File: src/design/sys_pkg.sv
package sys_pkg;

    // physical register file geometry, R10K style with one unified file
    localparam int PHYS_REG_COUNT = 64;
    localparam int TAG_WIDTH = $clog2(PHYS_REG_COUNT);
    localparam int DATA_WIDTH = 32;

    typedef logic [TAG_WIDTH-1:0] phys_tag_t;
    typedef logic [DATA_WIDTH-1:0] data_t;

    // tag 0 is hardwired to zero in the register file
    localparam phys_tag_t ZERO_TAG = '0;

    // shifts use the low 5 bits of operand b
    // slt compares signed and returns 1 or 0
    typedef enum logic [2:0] {
        ALU_ADD = 3'd0,
        ALU_SUB = 3'd1,
        ALU_AND = 3'd2,
        ALU_OR  = 3'd3,
        ALU_XOR = 3'd4,
        ALU_SLL = 3'd5,
        ALU_SRL = 3'd6,
        ALU_SLT = 3'd7
    } alu_op_t;

    // what the issue logic sends, sources still named by tag
    typedef struct packed {
        alu_op_t   op;
        phys_tag_t dest;
        phys_tag_t src_a;
        phys_tag_t src_b;
    } issue_packet_t;

    // after operand read, both sources carry their values
    typedef struct packed {
        alu_op_t   op;
        phys_tag_t dest;
        data_t     opnd_a;
        data_t     opnd_b;
    } exec_packet_t;

endpackage

File: src/design/operand_read.sv
module operand_read import sys_pkg::*; (
    input  logic            clock,
    input  logic            reset,

    input  logic            in_valid,
    output logic            in_ready,
    input  issue_packet_t   in_packet,

    // register file read ports 0 and 1
    output phys_tag_t [1:0] rf_read_tags,
    input  data_t     [1:0] rf_read_data,

    output logic            out_valid,
    input  logic            out_ready,
    output exec_packet_t    out_packet
);

    logic accept;

    // the waiting packet's sources go straight to the register file,
    // so a write landing this cycle is picked up by forwarding
    assign rf_read_tags[0] = in_packet.src_a;
    assign rf_read_tags[1] = in_packet.src_b;

    // the output register can take a new packet when it is empty or draining
    assign in_ready = !out_valid || out_ready;
    assign accept   = in_valid && in_ready;

    always_ff @(posedge clock) begin
        if (reset) begin
            out_valid <= 1'b0;
        end else if (in_ready) begin
            out_valid <= in_valid;
        end
    end

    always_ff @(posedge clock) begin
        if (accept) begin
            out_packet.op     <= in_packet.op;
            out_packet.dest   <= in_packet.dest;
            out_packet.opnd_a <= rf_read_data[0];
            out_packet.opnd_b <= rf_read_data[1];
        end
    end

endmodule

File: config.mk
export PLATFORM = sky130hd
export DESIGN_NAME = operand_read
export DESIGN_NICKNAME = d
export VERILOG_FILES = /design/src/design/sys_pkg.sv /design/src/design/operand_read.sv
export SDC_FILE = /design/constraint.sdc
export NUM_CORES = 1
export LEC_CHECK = 0
export BUFFER_PORTS_ARGS = -buffer_cell sky130_fd_sc_hd__buf_4
export CAP_MARGIN = 5
export CORE_ASPECT_RATIO = 0.9
export CORE_MARGIN = 10
export CORE_UTILIZATION = 41
export CTS_CLUSTER_DIAMETER = 150
export DETAILED_ROUTE_END_ITERATION = 16
export PLACE_DENSITY_LB_ADDON = 0.1
export SLEW_MARGIN = 15
export SYNTH_ARGS = -nofsm -noshare
export SYNTH_HDL_FRONTEND = slang
export SYNTH_SLANG_ARGS = --single-unit
File: constraint.sdc
create_clock -name clock -period 3.2 [get_ports clock]
set_clock_uncertainty 0.2 [all_clocks]
set_input_delay 0.64 -clock clock [delete_from_list [all_inputs] [get_ports clock]]
set_output_delay 0.64 -clock clock [all_outputs]
set_load 0.01 [all_outputs]
==> After elaboration in Yosys (flattened, before gate mapping) <==
Cells that the tools add are included.
{ "totals": {"wordCells": 8, "reg_bits": 74, "in_bits": 89, "out_inout_bits": 87} }
{ "op_classes": {"n_reduce_logical": 3} }
{ "op_table": {"columns": ["op", "n"], "rows": [
  ["logical AND 1 bit", 1],
  ["logical NOT 1 bit", 1],
  ["logical OR 1 bit", 1]
]} }

==> Depth between registers and ports, before layout <==
{ "logic_depth": {"ltp_word": 3, "ltp_mapped": 2, "ltp_nobuf": 2} }

==> Worst setup path after synthesis <==
OpenSTA, ideal clock, no wires.
{ "synth_timing": {"path_kind": "in2reg", "from": "in out_ready", "to": "reg out_packet[0] (netlist bit) (enable)", "required_ns": 2.620, "stages": 2, "arrival_ns": 1.382, "setup_time_ns": 0.380, "slack_ns": 1.238, "path_buffers": 0, "path_cell_list": "nand2b_4 and2_4"} }
{ "synth_between": {"elab_chain_len": 2} }
{ "synth_rtl": {"columns": ["item", "line_no", "rtl"], "rows": [
  ["start: declaration", "operand_read.sv:14", "input logic out_ready,"],
  ["logical OR 1 bit", "operand_read.sv:26", "assign in_ready = !out_valid || out_ready;"],
  ["logical AND 1 bit", "operand_read.sv:27", "assign accept = in_valid && in_ready;"],
  ["via accept", "operand_read.sv:18", "logic accept;"],
  ["end: declaration", "operand_read.sv:15", "output exec_packet_t out_packet"]
]} }
The timed path passes the listed nets, and every way through them passes these cells.
A chain may end at the register's enable or synchronous reset.

==> Worst setup path in the final report <==
{ "layout_timing": {"from": "in out_ready", "to": "out in_ready"} }
{ "layout_between": {"elab_chain_len": 1} }
{ "layout_rtl": {"columns": ["item", "line_no", "rtl"], "rows": [
  ["logical OR 1 bit", "operand_read.sv:26", null],
  ["end: declaration", "operand_read.sv:6", "output logic in_ready,"]
]} }
Every way passes these cells.

==> flow_summary.ini <==
[final_layout]
seqCellArea_um2 = 2210
utilization = 0.653
final_nets = 329
design_area_um2 = 3650
fillers = 423
multi_input_area_um2 = 31.3
syn2layout_area_growth_pct = 56.2
diodes = 0
drive_above_1_share = 0.686
final_cell_count_no_fill = 315

[synth]
synthTopCellsByCount = edfxtp_1, buf_4
ys_seq_area_frac = 0.946
synthesis.nets = 179
synth.most_common_cell = edfxtp_1
synth_enable_flop_cells = 73
syn-instance-count = 90
netlist.area_leader.share = 0.938
synth_cell_type_count = 7
yosysTopAreaCell = edfxtp_1
synth_area_per_cell_um2 = 26.0
synth_area_um2 = 2340
yosys_warnings = 0
synth.area.top_cells = edfxtp_1, buf_4, dfxtp_1, nand2b_4, a21oi_2
async_reset_ff_frac = 0
ys_seq_elements = 74
yosys_most_used_dff = edfxtp_1

[worst_setup_path]
cp_cell_sequence = buf_4 -> nand2b_4 -> buf_4
crit_family = buffers and inverters
crit_required_ps = 2360
critPathBufInv = 2
max_stage_delay_ps = 140
critical_path.slowest_cell = nand2b_4
crit_arrival_ps = 1030
path_common_cell = buf_4
start_kind = input port
crit_type = in -> out
path_max_fanout = 3
endpoint_kind = primary output

[status]
outcome = complete, no violations

[sta]
hold_violations = 0
rsz0062_at_grt = false
fin_ws_ps = 1330
fin_crit_ps = 1870
final.setup.tns_ps = 0
worst_hold_slack_ps = 259
slew_viol_final = 0
setup-violations-final = 0
min_period_over_period = 0.584
slew_headroom = 0.398
worstMarginPinSlew_ps = 903
fmax_mhz = 535

[clocking]
ctsResizeCount = 0
cts_root_buffer = clkbuf_8
numCtsBuffers = 9
post-cts-setup-buffer-count = 0
cts_sinks = 74
clkLatencyLatePin_ps = 320
cts_tree = yes
cts_hold_buf = 0
cts.path.max_buffers = 2
h-tree-depth = 3
clkTransAtPathRegs_ps = 70

[place]
place_congestion = 0.742
placed_cells = 299
place_area_um2 = 3470
dp_slack_ps = 981
io_buffers = 151

[drt]
antenna_left = 0
first_pass_iters = 4
routed_wirelength_mm = 6.00
wire_per_inst_um = 19.0
drt_iter0_markers = 43
vias = 1365
via_per_inst = 4.33
drc_errors = 0

[global_routing]
grt_pass1_vias = 1625
gr-total-overflow = 0
grt_max_degree = 74
met2_usage = 0.207
antenna_found_initial = 0
grt_pass1_wl_mm = 8.87
track_usage = 0.127
met3_usage = 0.0960
globalRouteMet1Util = 0.115
grt.busiest_layer = met2

[power]
power_mw = 2.00
power_density_nw_per_um2 = 548
ir_drop_uv = 329
leakagePower_nw = 1.56

[floorplan]
core_area_um2 = 5600
dieHeight_um = 91.6
pin_count = 176
rows = 26
die_w_um = 99.6
start_util = 0.418
die_area_um2 = 9120

[worst_hold_path]
min_path_type = in -> reg

[job]
drv_cap = 0
## cell type report
class / instances / share of cell area
Multi-Input combinational cell: 3 / 0.00857
Tap cell: 70 / 0.0240
Clock buffer: 14 / 0.0473
Inverter: 1 / 0.00103
Timing Repair Buffer: 151 / 0.310
Clock inverter: 2 / 0.00274
Sequential cell: 74 / 0.606
## flip-flops by register name (all words and copies together), names as in the netlist
register    count
out_packet     73
out_valid       1
## power by group
group	internal [mW]	switching, mW	leakage, nW
Combinational	0.122	0.0869	0.744
Clock	0.344	0.300	0.0965
Sequential	1.13	0.0156	0.715
## path summary, 6_finish.rpt
check	startpoint	cells past startpoint	endpoint	slack [ps]
setup reg to reg	out_valid	2	out_packet[28]	1430
hold reg to reg	out_valid	2	out_valid	300
setup / recovery	out_ready	3	in_ready	1330
hold / removal	reset	2	out_valid	260
## kinds of logic after synthesis
logic type / synth area share
buf+inv: 0.0401
flops: 0.946
compound gates: 0.00375
simple gates: 0.00964
## cells in the final DEF (no fill, tap or decap)
cell      Yosys  layout
buf_4        12     151
edfxtp_1     73      73
clkbuf_8      0      12
clkbuf_1      0       2
clkinv_2      0       2
nand2b_4      1       1
inv_1         1       1
a21oi_2       1       1
and2_4        1       1
dfxtp_1       1       1
## metal layers
metal | routed length, um | part of all wire
met1 | 1900 | 0.32
met2 | 2980 | 0.50
met5 | 0 | 0
met3 | 1000 | 0.17
met4 | 114 | 0.019
Note: power is estimated with default switching activity, not from simulation.
