<file path="src/design/sys_pkg.sv">
package sys_pkg;

    // physical register file geometry, R10K style with one unified file
    localparam int PHYS_REG_COUNT = 64;
    localparam int TAG_WIDTH = $clog2(PHYS_REG_COUNT);
    localparam int DATA_WIDTH = 32;

    typedef logic [TAG_WIDTH-1:0] phys_tag_t;
    typedef logic [DATA_WIDTH-1:0] data_t;

    // tag 0 is hardwired to zero in the register file
    localparam phys_tag_t ZERO_TAG = '0;

    // shifts use the low 5 bits of operand b
    // slt compares signed and returns 1 or 0
    typedef enum logic [2:0] {
        ALU_ADD = 3'd0,
        ALU_SUB = 3'd1,
        ALU_AND = 3'd2,
        ALU_OR  = 3'd3,
        ALU_XOR = 3'd4,
        ALU_SLL = 3'd5,
        ALU_SRL = 3'd6,
        ALU_SLT = 3'd7
    } alu_op_t;

    // what the issue logic sends, sources still named by tag
    typedef struct packed {
        alu_op_t   op;
        phys_tag_t dest;
        phys_tag_t src_a;
        phys_tag_t src_b;
    } issue_packet_t;

    // after operand read, both sources carry their values
    typedef struct packed {
        alu_op_t   op;
        phys_tag_t dest;
        data_t     opnd_a;
        data_t     opnd_b;
    } exec_packet_t;

endpackage

</file>
<file path="src/design/alu_writeback.sv">
module alu_writeback import sys_pkg::*; (
    input  logic         clock,
    input  logic         reset,

    input  logic         in_valid,
    output logic         in_ready,
    input  exec_packet_t in_packet,

    // completion bus, one result per handshake
    output logic         cdb_valid,
    input  logic         cdb_ready,
    output phys_tag_t    cdb_tag,
    output data_t        cdb_data,

    output logic         rf_write_en,
    output phys_tag_t    rf_write_tag,
    output data_t        rf_write_data
);

    data_t alu_result;
    logic  accept;

    always_comb begin
        alu_result = '0;
        case (in_packet.op)
            ALU_ADD: alu_result = in_packet.opnd_a + in_packet.opnd_b;
            ALU_SUB: alu_result = in_packet.opnd_a - in_packet.opnd_b;
            ALU_AND: alu_result = in_packet.opnd_a & in_packet.opnd_b;
            ALU_OR:  alu_result = in_packet.opnd_a | in_packet.opnd_b;
            ALU_XOR: alu_result = in_packet.opnd_a ^ in_packet.opnd_b;
            ALU_SLL: alu_result = in_packet.opnd_a << in_packet.opnd_b[4:0];
            ALU_SRL: alu_result = in_packet.opnd_a >> in_packet.opnd_b[4:0];
            ALU_SLT: begin
                alu_result = ($signed(in_packet.opnd_a) < $signed(in_packet.opnd_b))
                           ? data_t'(1) : '0;
            end
            default: alu_result = '0;
        endcase
    end

    // the result register refills on the same edge that the CDB takes it
    assign in_ready = !cdb_valid || cdb_ready;
    assign accept   = in_valid && in_ready;

    always_ff @(posedge clock) begin
        if (reset) begin
            cdb_valid <= 1'b0;
        end else if (in_ready) begin
            cdb_valid <= in_valid;
        end
    end

    always_ff @(posedge clock) begin
        if (accept) begin
            cdb_tag  <= in_packet.dest;
            cdb_data <= alu_result;
        end
    end

    // commit only on the handshake, so a stalled result is written once
    assign rf_write_en   = cdb_valid && cdb_ready;
    assign rf_write_tag  = cdb_tag;
    assign rf_write_data = cdb_data;

    a_cdb_hold: assert property (
        @(posedge clock) disable iff (reset)
        cdb_valid && !cdb_ready |=> $stable(cdb_tag) && $stable(cdb_data)
    ) else $error("CDB payload changed while stalled");

endmodule

</file>
<file path="config.mk">
export PLATFORM = sky130hd
export DESIGN_NAME = alu_writeback
export DESIGN_NICKNAME = d
export VERILOG_FILES = /design/src/design/sys_pkg.sv /design/src/design/alu_writeback.sv
export SDC_FILE = /design/constraint.sdc
export NUM_CORES = 1
export LEC_CHECK = 0
export ABC_CLOCK_PERIOD_IN_PS = 4000
export BUFFER_PORTS_ARGS = -buffer_cell sky130_fd_sc_hd__buf_4
export CAP_MARGIN = 40
export CELL_PAD_IN_SITES_DETAIL_PLACEMENT = 0
export CELL_PAD_IN_SITES_GLOBAL_PLACEMENT = 1
export CORE_AREA = 8 8 178 180
export CTS_CLUSTER_DIAMETER = 50
export CTS_CLUSTER_SIZE = 16
export DETAILED_ROUTE_END_ITERATION = 8
export DIE_AREA = 0 0 186 188
export PLACE_DENSITY = 0.71
export SYNTH_ARGS = -nofsm -noshare
export SYNTH_HDL_FRONTEND = slang
export SYNTH_SLANG_ARGS = --single-unit
</file>
<file path="constraint.sdc">
create_clock -name clock -period 4 [get_ports clock]
set_input_delay 0.2 -clock clock [delete_from_list [all_inputs] [get_ports clock]]
set_output_delay 0.2 -clock clock [all_outputs]
set_load 0.03 [all_outputs]
</file>
; Word level (Yosys, flattened, before mapping)
; Index checks and enable logic that the tools add are counted.
; W data, S select, Z words.
[classes]
addsub = 2
order_cmp = 1
mux = 2
n_shift = 2
n_bitwise = 3
n_reduce_logical = 5
eq_ne = 7
[ops]
columns = op, n
row1 = $pmux W32 S8, 1
row2 = $add A32 B32 Y32, 1
row3 = $and A32 B32 Y32, 1
row4 = $lt A32 B32 Y1, 1
row5 = $or A32 B32 Y32, 1
row6 = $shl A32 B5 Y32, 1
row7 = $shr A32 B5 Y32, 1
row8 = $sub A32 B32 Y32, 1
row9 = $xor A32 B32 Y32, 1
row10 = $eq A3 B3 Y1 const B, 4
row11 = $eq A3 B2 Y1 const B, 2
row12 = $eq A3 B1 Y1 const B, 1
row13 = $logic_not A3 Y1, 1
row14 = $logic_and A1 B1 Y1, 2
row15 = $logic_not A1 Y1, 1
row16 = $logic_or A1 B1 Y1, 1
row17 = $mux W1, 1
[word_totals]
register_bits = 39
in_bits = 77

; Logic depth before layout (Yosys ltp)
; Gate-level depths: netlist of run 1.
[logic_depth]
depth_word = 3
mapped_depth = 15
depth_no_buf = 11

; Worst setup path after synthesis of run 1
; Ideal clock, no wire load.
[synth_path]
path_kind = input port to flip-flop
startpoint = in in_packet[2] in the netlist's numbering
endpoint = reg cdb_data[29], data pin
setup_slack_ps = 206
required_time_ps = 3741
path_buffers = 5
path_stages = 15
arrival_ps = 3536
path_cell_list = clkbuf_1 -> inv_1 -> buf_2 -> buf_1 -> clkbuf_1 -> ha_1 -> buf_2 -> nand2b_1 -> o311ai_1 -> a31oi_2 -> a311oi_2 -> a2111oi_2 -> o21ai_1 -> o211a_1 -> a211o_1
[synth_via]
elab_chain_cells = 2
elab_cells_between_ends = 5
cone_classes = add/sub: 2 / shift: 2 / mux: 1
[synth_rtl]
columns = element, line
row1 = start: declaration, alu_writeback.sv:7  ; input exec_packet_t in_packet,
row2 = "$sub A32 B32 Y32, or another cell as far along", alu_writeback.sv:27  ; ALU_SUB: alu_result = in_packet.opnd_a - in_packet.opnd_b;
row3 = $pmux W32 S8 *, alu_writeback.sv:25  ; case (in_packet.op)
row4 = via alu_result[29], alu_writeback.sv:20  ; data_t alu_result;
row5 = end signal: assignment, alu_writeback.sv:56  ; cdb_data <= alu_result;
row6 = end: declaration, alu_writeback.sv:13  ; output data_t cdb_data,
; Mark *: on every way through the listed nets, which the timed path passes. The rest lies on a longest branch.
; A chain may end at the register's enable or synchronous reset.

; Final worst setup path of run 1
[layout_path]
startpoint = in in_packet[0] in the netlist's numbering
endpoint = reg cdb_data[30], data pin
; Same word-level chain as after synthesis.

==> metrics.md, run 1 <==
| Metric | Value |
|---|---|
| Synth area leader | ha_1 |
| # port buffers | 155 |
| Pwr/cell area | roughly 240 nW/um^2 |
| Number of buffers and inverters on the critical path | 2 |
| Most frequent CP cell | o211ai_1 |
| Worst hold start | reset |
| Clock Path Buffers | 2 |
| Max H-tree Level | 2 |
| Critical Path Start Type | primary input |
| I/O Pins | approximately 160 |
| Worst r2r src | cdb_valid |
| Main synth FF type | edfxtp_1 |
| Final worst slack | between 0.6 and 0.7 ns |
| Syn avg cell area | 7.60 um^2 |
| Slew Limit Headroom | 0.358 |
| Synthesized flop and latch total | 39 |
| Clock root cell | clkbuf_16 |
| Beginning of the critical path | in_packet[0] |
| Final setup fails | 0 |
| Max-Cap Viols | 0 |
| Reg clk slew, reported paths | 0.08 ns |
| Detailed-route DRC error count | 0 |
| Stages on worst setup path | 12 |
| Leakage | ~4.9 nW |
| 1st-pass router iterations | 6 |
| Final Power | around 2.7 mW |
| Crit share post-route | 0.825 |
| Wirelength per Cell | between 20 and 25 um |
| GRT Resource Usage Total | 0.239 |
| Hold Path Class | in2reg |
| Vias post-DR | around 11000 |
| Layout Skew | between 0.009 and 0.01 ns |
| Crit. End Element | flip-flop |
| GPL Wtd Cong | 1.00 |
| Largest net degree at the start of global routing | 62 |
| Worst Hold Path Cells | 2 |
| Crit-path max FO | 30 |
| Post-Syn Area | 9940 um^2 |
| Storage element area | about 1200 um^2 |
| Area taken by multi-input logic gates | between 7000 and 8000 um^2 |
| ANT nets after route | 0 |
| Clock latency on the worst-skew pair | ~0.3 ns |
| DR iter-0 viols | around 1300 |
| Hold WS | a little under 0.05 ns |
| Ys Warns | 0 |
| # fillers | 3071 |
| CTS tree | built |
| Synth async-reset ratio | 0 |
| Post_cts resized | 0 |
| Net Sw Power | around 1.3 mW |
| Area delta synth->final | 13.1% |
| EDFF count, synth | 38 |
| Number of nets in the layout | ~1500 |
| Cts hold-fix bufs | 0 |
| Final Hold Viols | 0 |
| Pin slew with the least headroom to its limit | 0.964 ns |
| Global-route wire length before repair | 64100 um |
| Die Area | 35000 um^2 |
| Unique cell type count in the Yosys netlist | just under 90 |
| Fmax | just over 300 MHz |
| Setup TNS | 0 ns |
| Routed WL | ~44000 um |
| Gr ovfl total | 0 |
| Largest stage delay, worst path | approximately 0.54 ns |
| Syn Nets | between 1000 and 1500 |
| Critical path class | in2reg |
| Initial Util | 0.343 |
| Internal Power | approximately 1.4 mW |
| Slowest cell on the critical path | o211ai_1 |
| Layout cells sized above 1 | 0.192 |
| Horiz. Die Dim | ~190 um |
| Cells along the critical path | buf_4 > ha_1 > inv_1 > fa_1 > nor2b_1 > o31ai_1 > a31o_2 > o211ai_1 > nand3_1 > a21oi_1 > mux2i_1 > o211ai_1 |
| Commonest non-fill, non-tap cell in the layout | buf_4 |
| DP Wirelength | 34700 um |
| Delay-heaviest family, CP | compound AO/OA/AOI/OAI gates |
| CTS Buf Count | 5 |
| # diodes | 0 |
| Worst slack, placed | 0.477 ns |
| Sw Ratio | 0.481 |
| Post-CTS setup buffers | 0 |
| Mapped Cells | ~1300 |
| Vias in the first global route | approximately 10000 |
| FF-to-FF path depth | 3 |
| Worst Path Required | just over 4 ns |
| RSZ-0062 raised after global routing | false |
| Row count | 63 |
| Top area cells in the synthesized netlist | ha_1 12%, edfxtp_1 11%, mux4_2 7.7% |
| Initial antenna violation count | 0 |
| VDD IR-drop max | roughly 99 uV |
| Crit path arrival time | 3.35 ns |
| CORE AREA | 29000 um^2 |
| Share of the synthesized area in the top cell type | 0.122 |
| Detail-routed via count per cell | between 6 and 7 |
| Fin crit period | approximately 3.3 ns |
| Final Max Tran Viols | 0 |
| CTS Sinks | 39 |
| Status | complete, no violations |
| Logic pwr share | 0.625 |
| Most frequent cells in the layout | 180 x buf_4, 144 x a21oi_1, 127 x nor2_1 |
| Clock group share of total power | 0.180 |
| Post-synthesis sequential area ratio | 0.117 |
| Die Height | ~190 um |
| Share of power burned in registers | 0.195 |
[stage by stage]
| step | instance area, um^2 | utilization | std cells |
|---|---|---|---|
| after global placement | 11000 | 0.381 | 1741 |
| after detailed placement | 11100 | 0.382 | 1743 |
| final | 11200 | 0.387 | 1751 |
| after floorplan | 9940 | - | 1308 |
| after CTS | 11200 | 0.387 | 1751 |
| after global routing | 11200 | 0.387 | 1751 |
[power groups by stage]
stage               Sequential [mW]  Clock, mW  Combinational, mW
finish                        0.529      0.489               1.69
detailed placement            0.538          0               1.66
floorplan                     0.616          0               1.04
global placement              0.537          0               1.66
CTS                           0.529      0.507               1.66
global route                  0.535      0.515               1.80
[routing by layer]
layer / vias up / track usage / routed length (um)
li1: 4926 / - / -
met1: 5225 / 0.332 / 18600
met2: 577 / 0.368 / 19500
met3: 71 / 0.0416 / 4170
met4: 0 / 0.0751 / 1280
met5: - / 0 / 0
[synth_stat cells (6+ instances only)]
| cell | count |
|---|---|
| buf_2 | 18 |
| inv_1 | 101 |
| nor4_1 | 10 |
| ha_1 | 97 |
| o21a_1 | 7 |
| nand4_1 | 6 |
| o21bai_1 | 13 |
| nor2b_1 | 11 |
| o22ai_1 | 13 |
| o31ai_1 | 13 |
| a222oi_1 | 18 |
| a311oi_1 | 8 |
| a21o_1 | 22 |
| and3_1 | 7 |
| mux2i_1 | 63 |
| nand2_1 | 96 |
| a21oi_1 | 144 |
| nand2b_1 | 12 |
| o21ai_0 | 34 |
| buf_4 | 39 |
| nand3_1 | 26 |
| clkbuf_1 | 59 |
| o211ai_1 | 26 |
| nor2_1 | 127 |
| a211oi_1 | 24 |
| buf_6 | 7 |
| mux2_1 | 6 |
| inv_2 | 7 |
| o21ai_1 | 25 |
| xnor2_1 | 14 |
| and2_1 | 6 |
| mux2_2 | 10 |
| edfxtp_1 | 38 |
| nand3b_1 | 6 |
| a221oi_1 | 12 |
| mux4_2 | 34 |
| nor3_1 | 26 |
| buf_1 | 14 |
| a31oi_1 | 11 |
[cell type report]
cell class / instances / area share
Clock buffer: 5 / 0.0111
Clock inverter: 3 / 0.00390
Inverter: 108 / 0.0361
Multi-Input combinational cell: 1023 / 0.678
Sequential cell: 39 / 0.103
Tap cell: 390 / 0.0434
Timing Repair Buffer: 183 / 0.124
[final timing paths]
path | slack [ns] | endpoint
max | 0.70 | cdb_data[30]
min | 0.05 | cdb_valid
max reg2reg | 2.60 | cdb_data[6]
min reg2reg | 0.54 | cdb_valid
[cell families after synthesis]
kind of cell               Yosys count  synth area share
AOI/OAI and AO/OA                  439             0.300
buffers and inverters              246             0.117
xor gates and xnor gates            16            0.0141
DFF                                 39             0.117
adders and majority gates           99             0.126
muxes                              114             0.161
and+or+nand+nor                    355             0.165
[registers in the layout, summed over array words and instances, names as in the netlist]
| register | flops |
|---|---|
| cdb_valid | 1 |
| cdb_tag | 6 |
| cdb_data | 32 |
(Power assumes the default switching activity.)
==> run 2, diff against run 1 <==
--- a/config.mk
+++ b/config.mk
@@ -5,7 +5,7 @@
 export SDC_FILE = /design/constraint.sdc
 export NUM_CORES = 1
 export LEC_CHECK = 0
-export ABC_CLOCK_PERIOD_IN_PS = 4000
+export ABC_CLOCK_PERIOD_IN_PS = 3400
 export BUFFER_PORTS_ARGS = -buffer_cell sky130_fd_sc_hd__buf_4
 export CAP_MARGIN = 40
 export CELL_PAD_IN_SITES_DETAIL_PLACEMENT = 0
@@ -15,7 +15,7 @@
 export CTS_CLUSTER_SIZE = 16
 export DETAILED_ROUTE_END_ITERATION = 8
 export DIE_AREA = 0 0 186 188
-export PLACE_DENSITY = 0.71
+export PLACE_DENSITY = 0.68
 export SYNTH_ARGS = -nofsm -noshare
 export SYNTH_HDL_FRONTEND = slang
 export SYNTH_SLANG_ARGS = --single-unit
==> constraint.sdc (replaced) <==
create_clock -name clock -period 3.4 [get_ports clock]
set_input_delay 0.17 -clock clock [delete_from_list [all_inputs] [get_ports clock]]
set_output_delay 0.17 -clock clock [all_outputs]
set_load 0.03 [all_outputs]
==> run 2 against run 1 <==
  * Power up 21%
  * Sequential power up 17%
  * Clock skew down 0.0011 ns
  * Sequential share of layout area down 0.32 points
  * Clock-buffer cell count up 1
  * Critical path depth up 2
==> metrics.md, run 2 (synthesized netlist as in run 1, its figures left out) <==
| Metric | Value |
|---|---|
| Status | complete, no violations |
| Worst Path Required | 3.49 ns (-0.56 ns) |
| # diodes | 0 (unchanged) |
| Gr ovfl total | 0 (unchanged) |
| CTS Buf Count | 5 (unchanged) |
| Most frequent cells in the layout | 228 x buf_4, 144 x a21oi_1, 127 x nor2_1 |
| Final setup fails | 0 (unchanged) |
| VDD IR-drop max | 164 uV (+65%) |
| Row count | 63 (unchanged) |
| Clock Path Buffers | 2 (unchanged) |
| Initial antenna violation count | 0 (unchanged) |
| Die Height | 188 um (unchanged) |
| Crit. End Element | flip-flop |
| Largest net degree at the start of global routing | 82 (+32%) |
| # fillers | 3116 (+1.5%) |
| Layout Skew | 0.00883 ns (-0.00106 ns) |
| Initial Util | 0.343 (unchanged) |
| Commonest non-fill, non-tap cell in the layout | buf_4 |
| Vias post-DR | 10826 (+0.25%) |
| Horiz. Die Dim | 186 um (unchanged) |
| Final Hold Viols | 0 (unchanged) |
| Layout Cells excl Fill | 1798 (+2.7%) |
| Area delta synth->final | 16.7% |
| Reg clk slew, reported paths | 0.07 ns (about the same) |
| 1st-pass router iterations | 6 (unchanged) |
| Routed WL | 44600 um (+2.4%) |
| Final Max Tran Viols | 0 (unchanged) |
| Clock latency on the worst-skew pair | 0.30 ns (about the same) |
| Pin slew with the least headroom to its limit | 0.811 ns (-0.152 ns) |
| CTS Sinks | 39 (unchanged) |
| Detail-routed via count per cell | 6.02 (-2.4%) |
| # port buffers | 155 (unchanged) |
| Post-CTS setup buffers | 0 (unchanged) |
| CTS tree | built |
| ANT nets after route | 0 (unchanged) |
| Post_cts resized | 0 (unchanged) |
| RSZ-0062 raised after global routing | false |
| Fmax | between 300 and 400 MHz |
| Vias in the first global route | 10368 (+0.68%) |
| Critical Path Start Type | primary input |
| Global-route wire length before repair | 66200 um (+3.2%) |
| DP Wirelength | 36200 um (+4.4%) |
| Largest regs | cdb_data: 32 flops, cdb_tag: 6 flops, cdb_valid: 1 flops |
| DP Cell Count | 1790 (+2.7%) |
| Max-Cap Viols | 0 (unchanged) |
| Clock root cell | clkbuf_16 |
| Final Instance Area | 11600 um^2 (+3.2%) |
| Number of nets in the layout | 1583 (+3.1%) |
| Leakage | 5.14 nW (+4.7%) |
| Hold Path Class | in2reg |
| Setup TNS | 0 ns (unchanged) |
| CORE AREA | 29000 um^2 (unchanged) |
| Die Area | 35000 um^2 (unchanged) |
| I/O Pins | 156 (unchanged) |
| Detailed-route DRC error count | 0 (unchanged) |
| Max H-tree Level | 2 (unchanged) |
| Crit path arrival time | 3.08 ns (-0.27 ns) |
| Wirelength per Cell | 24.8 um (-0.29%) |
| Crit-path max FO | 5 (-83%) |
| GPL Wtd Cong | 1.05 (+5.2%) |
| Fin crit period | between 2 and 3 ns |
| Critical path class | in2reg |
| Crit share post-route | 0.880 |
| DR iter-0 viols | 1486 (+11%) |
| Pwr/cell area | 282 nW/um^2 (+17%) |
| Placed Area | 11400 um^2 (+3.2%) |
| Biggest register | cdb_data |
| Cts hold-fix bufs | 0 (unchanged) |
| Hold WS | 0.0174 ns (-0.0316 ns) |
| Slew Limit Headroom | 0.459 (+0.102) |
| Layout cells sized above 1 | 0.219 (+0.0270) |
| Max reg flops | 32 (unchanged) |
| GRT Resource Usage Total | 0.248 (+0.00887) |
-- run 2: cell count changes in the layout (fill, tap and decap cells not counted) --
cell	delta
clkinv_4	-1
clkbuf_8	+1
buf_2	-1
buf_4	+48
-- run 2: per-stage QoR --
step                      power (mW)   util  worst slack (ns)
after global placement          2.65  0.393             0.196
after detailed placement        2.65  0.394             0.197
after CTS                       3.25  0.400             0.492
final                           3.27  0.400             0.409
after floorplan                 1.95      -           0.00705
after global routing            3.43  0.400             0.254
-- run 2: final cells by class --
class	instances	area [um^2]	share of cell area
clock inverter	2	35.0	0.00302
tap	390	488	0.0421
sequential	39	1160	0.100
inverter	108	405	0.0350
clock buffer	6	139	0.0120
timing repair buffer	230	1750	0.151
multi-input combinational	1023	7620	0.657
-- run 2: worst max-delay path, cell delays in order --
cell       delay, ns
buf_4           0.11
inv_1           0.08
ha_1            0.22
fa_1            0.43
o21bai_1        0.35
a221oi_1        0.16
nand2_1         0.12
a21oi_1         0.07
buf_4           0.17
a2111oi_0       0.40
buf_4           0.20
nor3_1          0.06
o31a_1          0.24
o31ai_1         0.31
-- run 2: final timing paths --
check           startpoint  depth (start not counted)      endpoint  slack (ns)
min                  reset                          2     cdb_valid        0.02
max reg2reg      cdb_valid                          3    cdb_tag[0]        2.08
max          in_packet[32]                         14  cdb_data[28]        0.41
min reg2reg      cdb_valid                          2     cdb_valid        0.53
-- run 2: report_power, final --
| group | internal (mW) | leakage (nW) | switching (mW) |
|---|---|---|---|
| Clock | 0.366 | 0.0868 | 0.218 |
| Combinational | 0.762 | 4.67 | 1.31 |
| Sequential | 0.596 | 0.382 | 0.0225 |
-- run 2: routing by layer --
| metal | global-route usage | part of all wire |
|---|---|---|
| met3 | 0.0410 | 0.10 |
| met2 | 0.368 | 0.43 |
| met4 | 0.0706 | 0.025 |
| met5 | 0 | 0 |
| met1 | 0.360 | 0.44 |
