[src/design/packet_fifo.sv]
module packet_fifo #(
    parameter type payload_t = logic,
    parameter int  DEPTH     = 2
) (
    input  logic     clock,
    input  logic     reset,

    input  logic     in_valid,
    output logic     in_ready,
    input  payload_t in_payload,

    output logic     out_valid,
    input  logic     out_ready,
    output payload_t out_payload
);

    localparam int PTR_W = (DEPTH > 1) ? $clog2(DEPTH) : 1;
    localparam int CNT_W = $clog2(DEPTH + 1);

    payload_t entries [DEPTH];

    logic [PTR_W-1:0] wr_ptr;
    logic [PTR_W-1:0] rd_ptr;
    logic [CNT_W-1:0] count;

    logic push;
    logic pop;

    assign in_ready  = (count != CNT_W'(DEPTH));
    assign out_valid = (count != '0);
    // no fall-through, the head entry is always a stored one
    assign out_payload = entries[rd_ptr];

    assign push = in_valid && in_ready;
    assign pop  = out_valid && out_ready;

    always_ff @(posedge clock) begin
        if (push) begin
            entries[wr_ptr] <= in_payload;
        end
    end

    always_ff @(posedge clock) begin
        if (reset) begin
            wr_ptr <= '0;
            rd_ptr <= '0;
            count  <= '0;
        end else begin
            if (push) begin
                wr_ptr <= (wr_ptr == PTR_W'(DEPTH - 1)) ? '0 : wr_ptr + 1'b1;
            end
            if (pop) begin
                rd_ptr <= (rd_ptr == PTR_W'(DEPTH - 1)) ? '0 : rd_ptr + 1'b1;
            end
            // simultaneous push and pop leaves the count alone
            if (push && !pop) begin
                count <= count + 1'b1;
            end else if (pop && !push) begin
                count <= count - 1'b1;
            end
        end
    end

    a_count_bound: assert property (
        @(posedge clock) disable iff (reset)
        count <= CNT_W'(DEPTH)
    ) else $error("FIFO count %0d exceeds depth %0d", count, DEPTH);

    a_head_stable: assert property (
        @(posedge clock) disable iff (reset)
        out_valid && !out_ready |=> $stable(out_payload)
    ) else $error("FIFO head changed while stalled");

endmodule

[config.mk]
export PLATFORM = sky130hd
export DESIGN_NAME = packet_fifo
export DESIGN_NICKNAME = d
export VERILOG_FILES = /design/src/design/packet_fifo.sv
export SDC_FILE = /design/constraint.sdc
export NUM_CORES = 1
export LEC_CHECK = 0
export ABC_AREA = 1
export BUFFER_PORTS_ARGS = -buffer_cell sky130_fd_sc_hd__buf_4
export CORE_AREA = 8 8 45 47
export CTS_CLUSTER_SIZE = 10
export DETAILED_ROUTE_END_ITERATION = 8
export DIE_AREA = 0 0 53 55
export PLACE_DENSITY_LB_ADDON = 0.05
export SLEW_MARGIN = 30
export SYNTH_ARGS = -nofsm -noshare
export SYNTH_HDL_FRONTEND = slang
export SYNTH_SLANG_ARGS = --single-unit
[constraint.sdc]
create_clock -name clock -period 1.5 [get_ports clock]
set_clock_uncertainty 0.05 [all_clocks]
set_input_delay 0.15 -clock clock [delete_from_list [all_inputs] [get_ports clock]]
set_output_delay 0.15 -clock clock [all_outputs]
set_load 0.05 [all_outputs]
Yosys cells after proc, flatten, opt, wreduce, memory -nomap -nowiden. Memory sizes are Yosys's and may differ from the RTL's. A register that Yosys moved wholly into a read port is not among the register bits. Cells that the tools add are included.

Bits in registers: 4. Bits in writable memories: 2. Output and inout bits: 3. Memories: 1.

Memories: entries (depth 2, bits a word 1, read ports 1, clocked after Yosys merged registers in 1, wr ports 1, line 20) `payload_t entries [DEPTH];`.

Add/sub/neg operators: 4. Equality and inequality tests: 1. Multiplexer cells: 8. Reduce and logical (&&, ||, !) cells: 8.

Operators by type and width (number): 1-bit two-way mux (6); 1-bit logical AND (4); 2-bit two-way mux (2); 2-bit nonzero test (2); 1-bit adder, second input constant (2); 2-bit by 1-bit adder with 2-bit output, second input constant (1); 1-bit zero test (2); 2-bit != test, second input constant (1); 2-bit by 1-bit subtractor with 2-bit output, second input constant (1).

Depth between registers and ports, before layout. Gate-level depths: netlist of the first run.

Depth after elaboration: 6. Gate-level depth with buffers: 11. Mapped depth without buffers: 11.

Least setup slack after synthesis of the first run. No wires, ideal clock.

Path kind: reg-to-reg. Start: register count[0]. End: register count[1]. Arrival time: 1362 ps. Data required time: 1386 ps. Setup slack: 24 ps. Cell stages (with the launch flop): 11. Path buffers: 0. Cells stage by stage: dfxtp_1 > inv_2 > nand2_2 > nand2_4 > clkinv_2 > ha_1 > inv_1 > nand3_1 > nand2_1 > inv_1 > nor2_1.

Word-level cells in the longest chain between the ends: 5. Elaborated cells on any way between the ends: 13. Classes of those cells: add/sub (2); eq/ne (1); mux (2); reduce/logical (8).

RTL lines: from (decl) (line 24) `logic [CNT_W-1:0] count;`; from (signal assigned) (line 57) `count <= count + 1'b1;`; from (signal assigned) (line 59) `count <= count - 1'b1;`; from (signal assigned) (line 66) `count <= CNT_W'(DEPTH)`; 2-bit != test (*) (line 29) `assign in_ready = (count != CNT_W'(DEPTH));`; net in_ready (line 9) `output logic in_ready,`; 1-bit logical AND (*) (line 34) `assign push = in_valid && in_ready;`; net push (line 26) `logic push;`; 1-bit zero test (line 58) `end else if (pop && !push) begin`; 1-bit logical AND (line 58); 2-bit nonzero test (no source line).

The timed path passes the listed nets; every way through them passes the cells marked *. The select of a mux whose other input is x is not followed. A chain may end at the register's enable or synchronous reset.

Worst setup path in the final report of the first run.
Start: register count[0]. End: register count[1].

Word-level cells in the longest chain between the ends: 5. Elaborated cells on any way between the ends: 13. Classes of those cells: add/sub (2); eq/ne (1); mux (2); reduce/logical (8).

RTL lines (line): 2-bit != test (*) (29); 1-bit logical AND (*) (34); net push (26); 1-bit zero test (58); 1-bit logical AND (58); 2-bit nonzero test (no source line).

Marks and branches as above.

==> results of run 1 <==
-- cell families after synthesis --
kind of cell    after synthesis  synth area share [%]
fa+ha+maj                     1                  3.86
compound gates                4                  6.18
flops                         7                  49.4
mux                           1                  3.47
simple gates                 19                  27.4
buf+inv                       8                  9.65
-- worst min-delay path by stage --
stage	to	slack, ps	cells past startpoint
floorplan	entries[0]	200	0
CTS	entries[0]	30	1
global placement	entries[1]	290	1
detailed placement	entries[0]	290	1
global route	entries[0]	20	1
finish	entries[0]	40	1
-- worst max-delay path, stage by stage (launching register included) --
cell,delay [ps]
dfxtp_1,310
inv_2,90
nand2_2,80
nand2_4,80
clkinv_2,70
ha_4,250
inv_1,70
nand3_1,80
nand2_1,80
inv_1,40
nor2_1,90
-- report_power, final --
| group | internal, mW | switching [mW] | leakage, nW |
|---|---|---|---|
| sequential | 0.253 | 0.0307 | 0.0605 |
| clock | 0.101 | 0.0662 | 0.0150 |
| combinational | 0.163 | 0.320 | 0.128 |
| total | 0.518 | 0.417 | 0.203 |
-- metrics by stage --
step           setup WS, ps  hold slack [ps]  power [mW]  instances  utilization, %
2_1_floorplan          23.8              199       0.626         40               -
3_3_place_gp            181              287       0.723         63            28.7
3_5_place_dp           97.1              292       0.744         63            28.7
4_1_cts                83.7             27.8       0.920         67            30.6
5_1_grt                31.5             23.9        1.02         67            31.6
6_report                148             37.7       0.935         67            31.6
-- metal layers --
layer	global-route usage [%]	share of wire [%]	routed length, um	vias to the layer above
li1	-	-	-	148
met1	4.44	38	258	123
met2	8.01	49	334	7
met3	5.35	11	75	2
met4	3.88	2.0	14	0
met5	0	0	0	-
-- cells in the final DEF, fill, tap and decap left out --
cell | synthesis | routed
nor2_1 | 7 | 7
buf_4 | 0 | 7
inv_1 | 6 | 6
nand2_1 | 6 | 6
dfxtp_1 | 5 | 4
clkbuf_4 | 0 | 3
nand2_2 | 2 | 2
o21ai_0 | 2 | 2
a21oi_1 | 2 | 2
nand3_1 | 2 | 2
edfxtp_1 | 2 | 2
inv_2 | 1 | 1
nand2_4 | 1 | 1
clkinv_2 | 1 | 1
mux2_2 | 1 | 1
nand4_1 | 1 | 1
ha_4 | 0 | 1
clkbuf_1 | 0 | 1
dfxtp_2 | 0 | 1
-- layout make-up --
cell class	count	share of cell area [%]
repair buffers	7	12.0
clock buffers	4	6.02
well taps	16	4.58
inverters	8	7.16
flip-flops and latches	7	37.0
multi-input cells	25	33.2
==> metrics.yaml, run 1 <==
status:
  outcome: "completed"
cts:
  clk_path_buf_depth: 2
  clock_latency_ps: 250
  cts_tree: "done"
  hold_buffers: 0
  cts_buffers: 3
  clk_pin_slew_ps: 50
  cts_resized: 0
  ctsHtreeMaxLevel: 1
  cts_root_buffer: "clkbuf_4"
  cts_sinks: 7
  post_cts_buffers: 0
routing:
  drtAntennaViolNets: 0
  vias_per_cell: 4.18
  dr_total_vias: 280
  routed_wl_um: 683
  wl_per_cell_um: 10.2
  drc: 0
  first_pass_iters: 2
  drtIter0Drc: 6
critical_path:
  cp.required_ps: 1630
  crit_arrival_ps: 1480
  r2r_setup_slack_ps: 150
  reg2reg_to: "count[1]"
  path_class: "flop to flop"
  reg2reg_from: "count[0]"
  critPathLaunch: "count[0]"
  start_kind: "flop"
  worstRegToRegCells: 10
  endpoint: "count[1]"
  crit_path_max_fanout: 5
  endpoint_kind: "flop"
floorplan:
  io_pins: 8
  start_util_pct: 23.4
  dieArea_sq_um: 2920
  coreArea_sq_um: 1380
  die_h_um: 55
  rows: 14
  die_w_um: 53
global_route:
  grt_max_degree: 6
  grt_pass1_wl_um: 1060
  overflow: 0
  grt_pass1_vias: 270
  antenna_found_initial: 0
  grt_usage_pct: 5.42
placed_design:
  dp_hpwl_um: 528
  portBuffers: 7
  place.gp.congestion: 0.757
  dpl-instance-area_sq_um: 397
pwr:
  p_leak_nw: 0.203
  power.density_nw_per_um2: 2140
  ir_drop_mv: 0.624
layout:
  multi_input_area_sq_um: 145
  ff_latch_area_sq_um: 161
  antenna_cells: 0
  drive_gt1_share_pct: 35.3
  finalNetCount: 58
  fillers: 152
  areaGrowthSynthToFinish_pct: 34.7
  finalInstanceArea_sq_um: 437
timing:
  worstMarginPinSlew_ps: 157
  setup_violations: 0
  rsz0062_at_grt: "false"
  hold_viol: 0
  fmax_mhz: 740
  max_slew_margin_pct: 89.4
  drv_slew: 0
  timing.setup.tns_ps: 0
  period_share_pct: 90.1
  min_period_ps: 1350
logic_synthesis:
  yosysTopAreaCell: "dfxtp_1"
  synthCells: 40
  synth.area.top_cells: "dfxtp_1 31%, edfxtp_1 19%, nor2_1 8.1%"
  synth_top_area_share_pct: 30.9
  yosysWarnings: 0
  ys_seq_area_share_pct: 49.4
  synth_area_per_cell_sq_um: 8.10
  ys_seq_elements: 7
  synth-async-reset-ratio_pct: 0
  synth_edf_count: 2
  synth.net_count: 46
  syn_area_sq_um: 324
  synth_cell_type_count: 15
  ys.flop_type: "dfxtp_1"
  synth_common_cells: "7 x nor2_1, 6 x inv_1, 6 x nand2_1"
  synth.most_common_cell: "nor2_1"
flow_run:
  cap_violations: 0
worst_hold_path:
  hold_path.class: "primary input to flop"
  hold_path.startpoint: "in_payload"
No activity file was read; power rests on OpenSTA's default activity.
==> run 2, diff against run 1 <==
PLACE_DENSITY_LB_ADDON = default   (was 0.05)
==> metrics.yaml, run 2 (synthesis results as in run 1) <==
timing:
  rsz0062_at_grt: "false"
  setup_slack_ps: 203
  worstMarginPinSlew_ps: 165
  max_slew_margin_pct: 88.9
  setup_violations: 0
  drv_slew: 0
  period_share_pct: 86.4
  fmax_mhz: 771
  timing.setup.tns_ps: 0
  min_period_ps: 1300
  hold_viol: 0
global_route:
  grt_usage_pct: 5.53
  grt_pass1_wl_um: 1150
  grt_pass1_vias: 302
  grt_max_degree: 6
  antenna_found_initial: 0
  overflow: 0
cts:
  cts_sinks: 7
  cts_root_buffer: "clkbuf_4"
  cts_buffers: 3
  cts_tree: "done"
  ctsHtreeMaxLevel: 1
  clock_latency_ps: 250
  clk_pin_slew_ps: 50
  clk_path_buf_depth: 2
placed_design:
  dp_hpwl_um: 492
  dp_worst_setup_slack_ps: 131
  portBuffers: 7
  place.gp.congestion: 0.666
floorplan:
  dieArea_sq_um: 2920
  coreArea_sq_um: 1380
  io_pins: 8
  die_h_um: 55
  rows: 14
  die_w_um: 53
  start_util_pct: 23.4
critical_path:
  worstRegToRegCells: 10
  cp.required_ps: 1640
  reg2reg_to: "count[1]"
  r2r_setup_slack_ps: 200
  crit_path_max_fanout: 4
  crit_arrival_ps: 1440
  endpoint_kind: "flop"
  reg2reg_from: "count[0]"
  start_kind: "flop"
  path_class: "flop to flop"
pwr:
  power.internal_mw: 0.539
  power.density_nw_per_um2: 2130
  power.switching_fraction_pct: 43.8
  p_clk_share_pct: 17.9
  comb_power_share_pct: 52.7
  p_leak_nw: 0.212
  p_switching_mw: 0.419
  power_frac_seq_pct: 29.4
  ir_drop_mv: 0.557
routing:
  dr_total_vias: 285
  routed_wl_um: 644
  vias_per_cell: 4.13
  drtIter0Drc: 3
  drc: 0
  first_pass_iters: 3
  drtAntennaViolNets: 0
  wl_per_cell_um: 9.33
flow_run:
  cap_violations: 0
status:
  outcome: "completed"
layout:
  antenna_cells: 0
  layout_common_cells: "9 x buf_4, 7 x nor2_1, 6 x inv_1, 6 x nand2_1, 5 x dfxtp_1"
  finalNetCount: 60
  fillers: 150
  layout_commonest_cell: "buf_4"
  drive_gt1_share_pct: 35.8
  areaGrowthSynthToFinish_pct: 39.0
worst_hold_path:
  hold_path.startpoint: "in_payload"
  hold_path.class: "primary input to flop"
  hold_depth: 1
  timing.hold.worst_endpoint: "entries[0]"
## run 2: worst max-delay path by stage
stage	from	endpoint	slack [ps]	cells after the start
finish	count[0]	count[1]	200	10
CTS	count[0]	count[1]	120	10
floorplan	count[0]	count[1]	20	10
global route	count[1]	count[1]	60	9
global placement	count[0]	count[1]	160	10
detailed placement	count[0]	count[1]	130	10
## run 2: metal layers
| layer | GRT usage, % | wire length (um) | vias up |
|---|---|---|---|
| li1 | - | - | 151 |
| met1 | 4.59 | 252 | 124 |
| met2 | 9.57 | 310 | 7 |
| met3 | 5.08 | 69 | 3 |
| met4 | 1.29 | 11 | 0 |
| met5 | 0 | 0 | - |
## run 2: worst max-delay path: stages (launching register included)
cell and delay, ps:
dfxtp_1 310, inv_2 90, nand2_2 80, nand2_4 80, clkinv_2 70, ha_4 240
inv_1 60, nand3_1 80, nand2_1 60, inv_1 30, nor2_1 80
## run 2: area by class of cell
type | count | area (sq um) | area share [%]
well taps | 16 | 20.0 | 4.44
inverters | 8 | 31.3 | 6.94
repair buffers | 9 | 67.6 | 15.0
flip-flops and latches | 7 | 160 | 35.6
clock buffers | 4 | 26.3 | 5.83
multi-input cells | 25 | 145 | 32.2
## run 2: repair_timing
item	CTS	global route
gates resized for setup	0	1
hold buffers	0	0
buffers inserted	0	2
endpoints found under the setup margin	0	1
## run 2: power groups by stage
stage,registers [mW],clock network [mW],logic (mW)
global placement,0.284,0,0.446
floorplan,0.278,0,0.348
global route,0.290,0.195,0.564
finish,0.281,0.172,0.505
CTS,0.283,0.178,0.454
detailed placement,0.286,0,0.451
## run 2: metrics by stage
| step | hold WS [ps] | instance area (sq um) | cells | utilization (%) | power [mW] |
|---|---|---|---|---|---|
| floorplan | 199 | 324 | 40 | - | 0.626 |
| global placement | 291 | 397 | 63 | 28.7 | 0.730 |
| detailed placement | 290 | 397 | 63 | 28.7 | 0.737 |
| CTS | 28.7 | 423 | 67 | 30.6 | 0.915 |
| global route | 20.8 | 450 | 69 | 32.5 | 1.05 |
| finish | 32.6 | 450 | 69 | 32.5 | 0.959 |
==> run 3, diff against run 2 <==
ABC_AREA = default   (was 1)
SKIP_CTS_REPAIR_TIMING = 1   (was default)
==> metrics.yaml, run 3 <==
timing:
  worstMarginPinSlew_ps: 205
  fmax_mhz: 673
  setup_slack_ps: 14.4
  min_period_ps: 1490
  period_share_pct: 99.0
  rsz0062_at_grt: "true"
  setup_violations: 0
  timing.setup.tns_ps: 0
  hold_viol: 0
  max_slew_margin_pct: 86.2
  drv_slew: 0
floorplan:
  dieArea_sq_um: 2920
  start_util_pct: 21.2
  io_pins: 8
  die_w_um: 53
  coreArea_sq_um: 1380
  die_h_um: 55
  rows: 14
critical_path:
  reg2reg_to: "count[1]"
  cp.required_ps: 1630
  endpoint_kind: "flop"
  r2r_setup_slack_ps: 10
  worstRegToRegCells: 6
  path_class: "flop to flop"
  crit_path_max_fanout: 5
  crit_arrival_ps: 1610
  critPathLaunch: "count[0]"
  reg2reg_from: "count[0]"
  start_kind: "flop"
layout:
  antenna_cells: 0
  fillers: 145
  finalNetCount: 47
  areaGrowthSynthToFinish_pct: 48.5
  layout_commonest_cell: "buf_4"
  drive_gt1_share_pct: 52.5
  layout_common_cells: "9 x buf_4, 3 x xor2_1, 3 x nor2_1, 3 x dfxtp_1, 3 x clkbuf_4"
logic_synthesis:
  yosys.area_share.xor_xnor_pct: 8.94
  synth_compound_area_share_pct: 10.2
  synth.most_common_cell: "dfxtp_1"
  yosysTopAreaCell: "dfxtp_1"
  syn_area_sq_um: 294
  yosys.area_share.simple_pct: 17.0
  synth.area.top_cells: "dfxtp_1 34%, edfxtp_1 20%, xor2_1 8.9%"
  synth_area_per_cell_sq_um: 10.9
  synth_top_area_share_pct: 34.0
  synthCells: 27
  synth_adder_area_share_pct: 4.26
  synth_edf_count: 2
  synth_top_family_by_area: "simple AND/OR/NAND/NOR gates"
  synth_cell_type_count: 16
  synth_common_cells: "5 x dfxtp_1, 3 x nor2_1, 3 x xor2_1"
  synth.net_count: 33
  synth_mux_area_share_pct: 3.83
  ys_seq_elements: 7
  synth-async-reset-ratio_pct: 0
  yosysWarnings: 0
  ys_seq_area_share_pct: 54.5
  ys.flop_type: "dfxtp_1"
pwr:
  power.density_nw_per_um2: 2120
  power.switching_fraction_pct: 38.7
  comb_power_share_pct: 50.0
  power.internal_mw: 0.566
  p_switching_mw: 0.358
  ir_drop_mv: 0.639
  p_leak_nw: 0.190
  power_frac_seq_pct: 32.2
  p_clk_share_pct: 17.8
routing:
  drtAntennaViolNets: 0
  drc: 0
  vias_per_cell: 4.11
  first_pass_iters: 3
  wl_per_cell_um: 9.50
  routed_wl_um: 532
  dr_total_vias: 230
  drtIter0Drc: 3
global_route:
  grt_pass1_vias: 234
  grt_pass1_wl_um: 952
  antenna_found_initial: 0
  overflow: 0
  grt_usage_pct: 4.87
  grt_max_degree: 6
cts:
  cts_buffers: 3
  ctsHtreeMaxLevel: 1
  clock_latency_ps: 250
  cts_sinks: 7
  clk_pin_slew_ps: 50
  cts_tree: "done"
  cts_root_buffer: "clkbuf_4"
  clk_path_buf_depth: 2
worst_hold_path:
  hold_path.class: "primary input to flop"
  hold_path.startpoint: "in_payload"
  timing.hold.worst_endpoint: "entries[1]"
  hold_depth: 1
placed_design:
  place.gp.congestion: 0.633
  dp_worst_setup_slack_ps: 24.2
  portBuffers: 7
flow_run:
  cap_violations: 0
status:
  outcome: "completed"
run 3: cell types whose count changed after synthesis, moves of 2 or more:
cell and change:
nand2_1 -6, inv_1 -5, nor2_1 -4, xor2_1 +3, nand2_2 -2, nand3_1 -2
run 3: kinds of logic (layout without fill, tap and decap cells):
group,count (synthesis),count (layout)
AND/OR/NAND/NOR,9,9
flip-flops,7,7
AO/OA/AOI/OAI,5,5
XOR/XNOR,3,3
adder cells (fa/ha/maj),1,1
multiplexers,1,1
buffers and inverters,1,14
run 3: metal layers:
| metal | share of wire [%] | track usage [%] |
|---|---|---|
| met1 | 35 | 3.82 |
| met2 | 45 | 6.64 |
| met3 | 17 | 5.61 |
| met4 | 2.8 | 3.88 |
| met5 | 0 | 0 |
run 3: area by class of cell:
class,count,area [sq um],share of cell area (%)
clock buffer,4,26.3,6.02
inverter,1,3.75,0.860
multi-input combinational,19,156,35.8
timing repair buffer,9,67.6,15.5
tap,16,20.0,4.58
sequential,7,163,37.2
run 3: critical path, cell delays in order (launching register included):
cell	delay, ps
dfxtp_2	340
nand2b_4	160
and2_4	140
ha_4	150
xor2_1	140
or3_1	320
a21oi_2	120
run 3: worst max-delay path by stage:
stage,endpoint,slack (ps),depth (start not counted)
global route,count[1],-70,6
detailed placement,count[1],20,6
global placement,count[1],60,6
floorplan,count[1],-20,6
CTS,count[1],3,6
finish,count[1],10,6
run 3: metrics by stage:
| step | hold slack [ps] | cell area [sq um] | std cells | power, mW | util [%] |
|---|---|---|---|---|---|
| 6_report | 39.2 | 437 | 56 | 0.924 | 31.6 |
| 2_1_floorplan | 165 | 318 | 27 | 0.627 | - |
| 4_1_cts | 30.9 | 432 | 56 | 0.933 | 31.2 |
| 3_3_place_gp | 292 | 405 | 52 | 0.747 | 29.3 |
| 5_1_grt | 32.6 | 437 | 56 | 1.00 | 31.6 |
| 3_5_place_dp | 292 | 405 | 52 | 0.758 | 29.3 |
run 3: power by group through the flow:
stage	Sequential [mW]	Combinational [mW]	Clock (mW)
5_1_grt	0.306	0.508	0.188
4_1_cts	0.296	0.461	0.176
2_1_floorplan	0.293	0.334	0
3_3_place_gp	0.298	0.450	0
6_report	0.297	0.462	0.165
3_5_place_dp	0.300	0.459	0
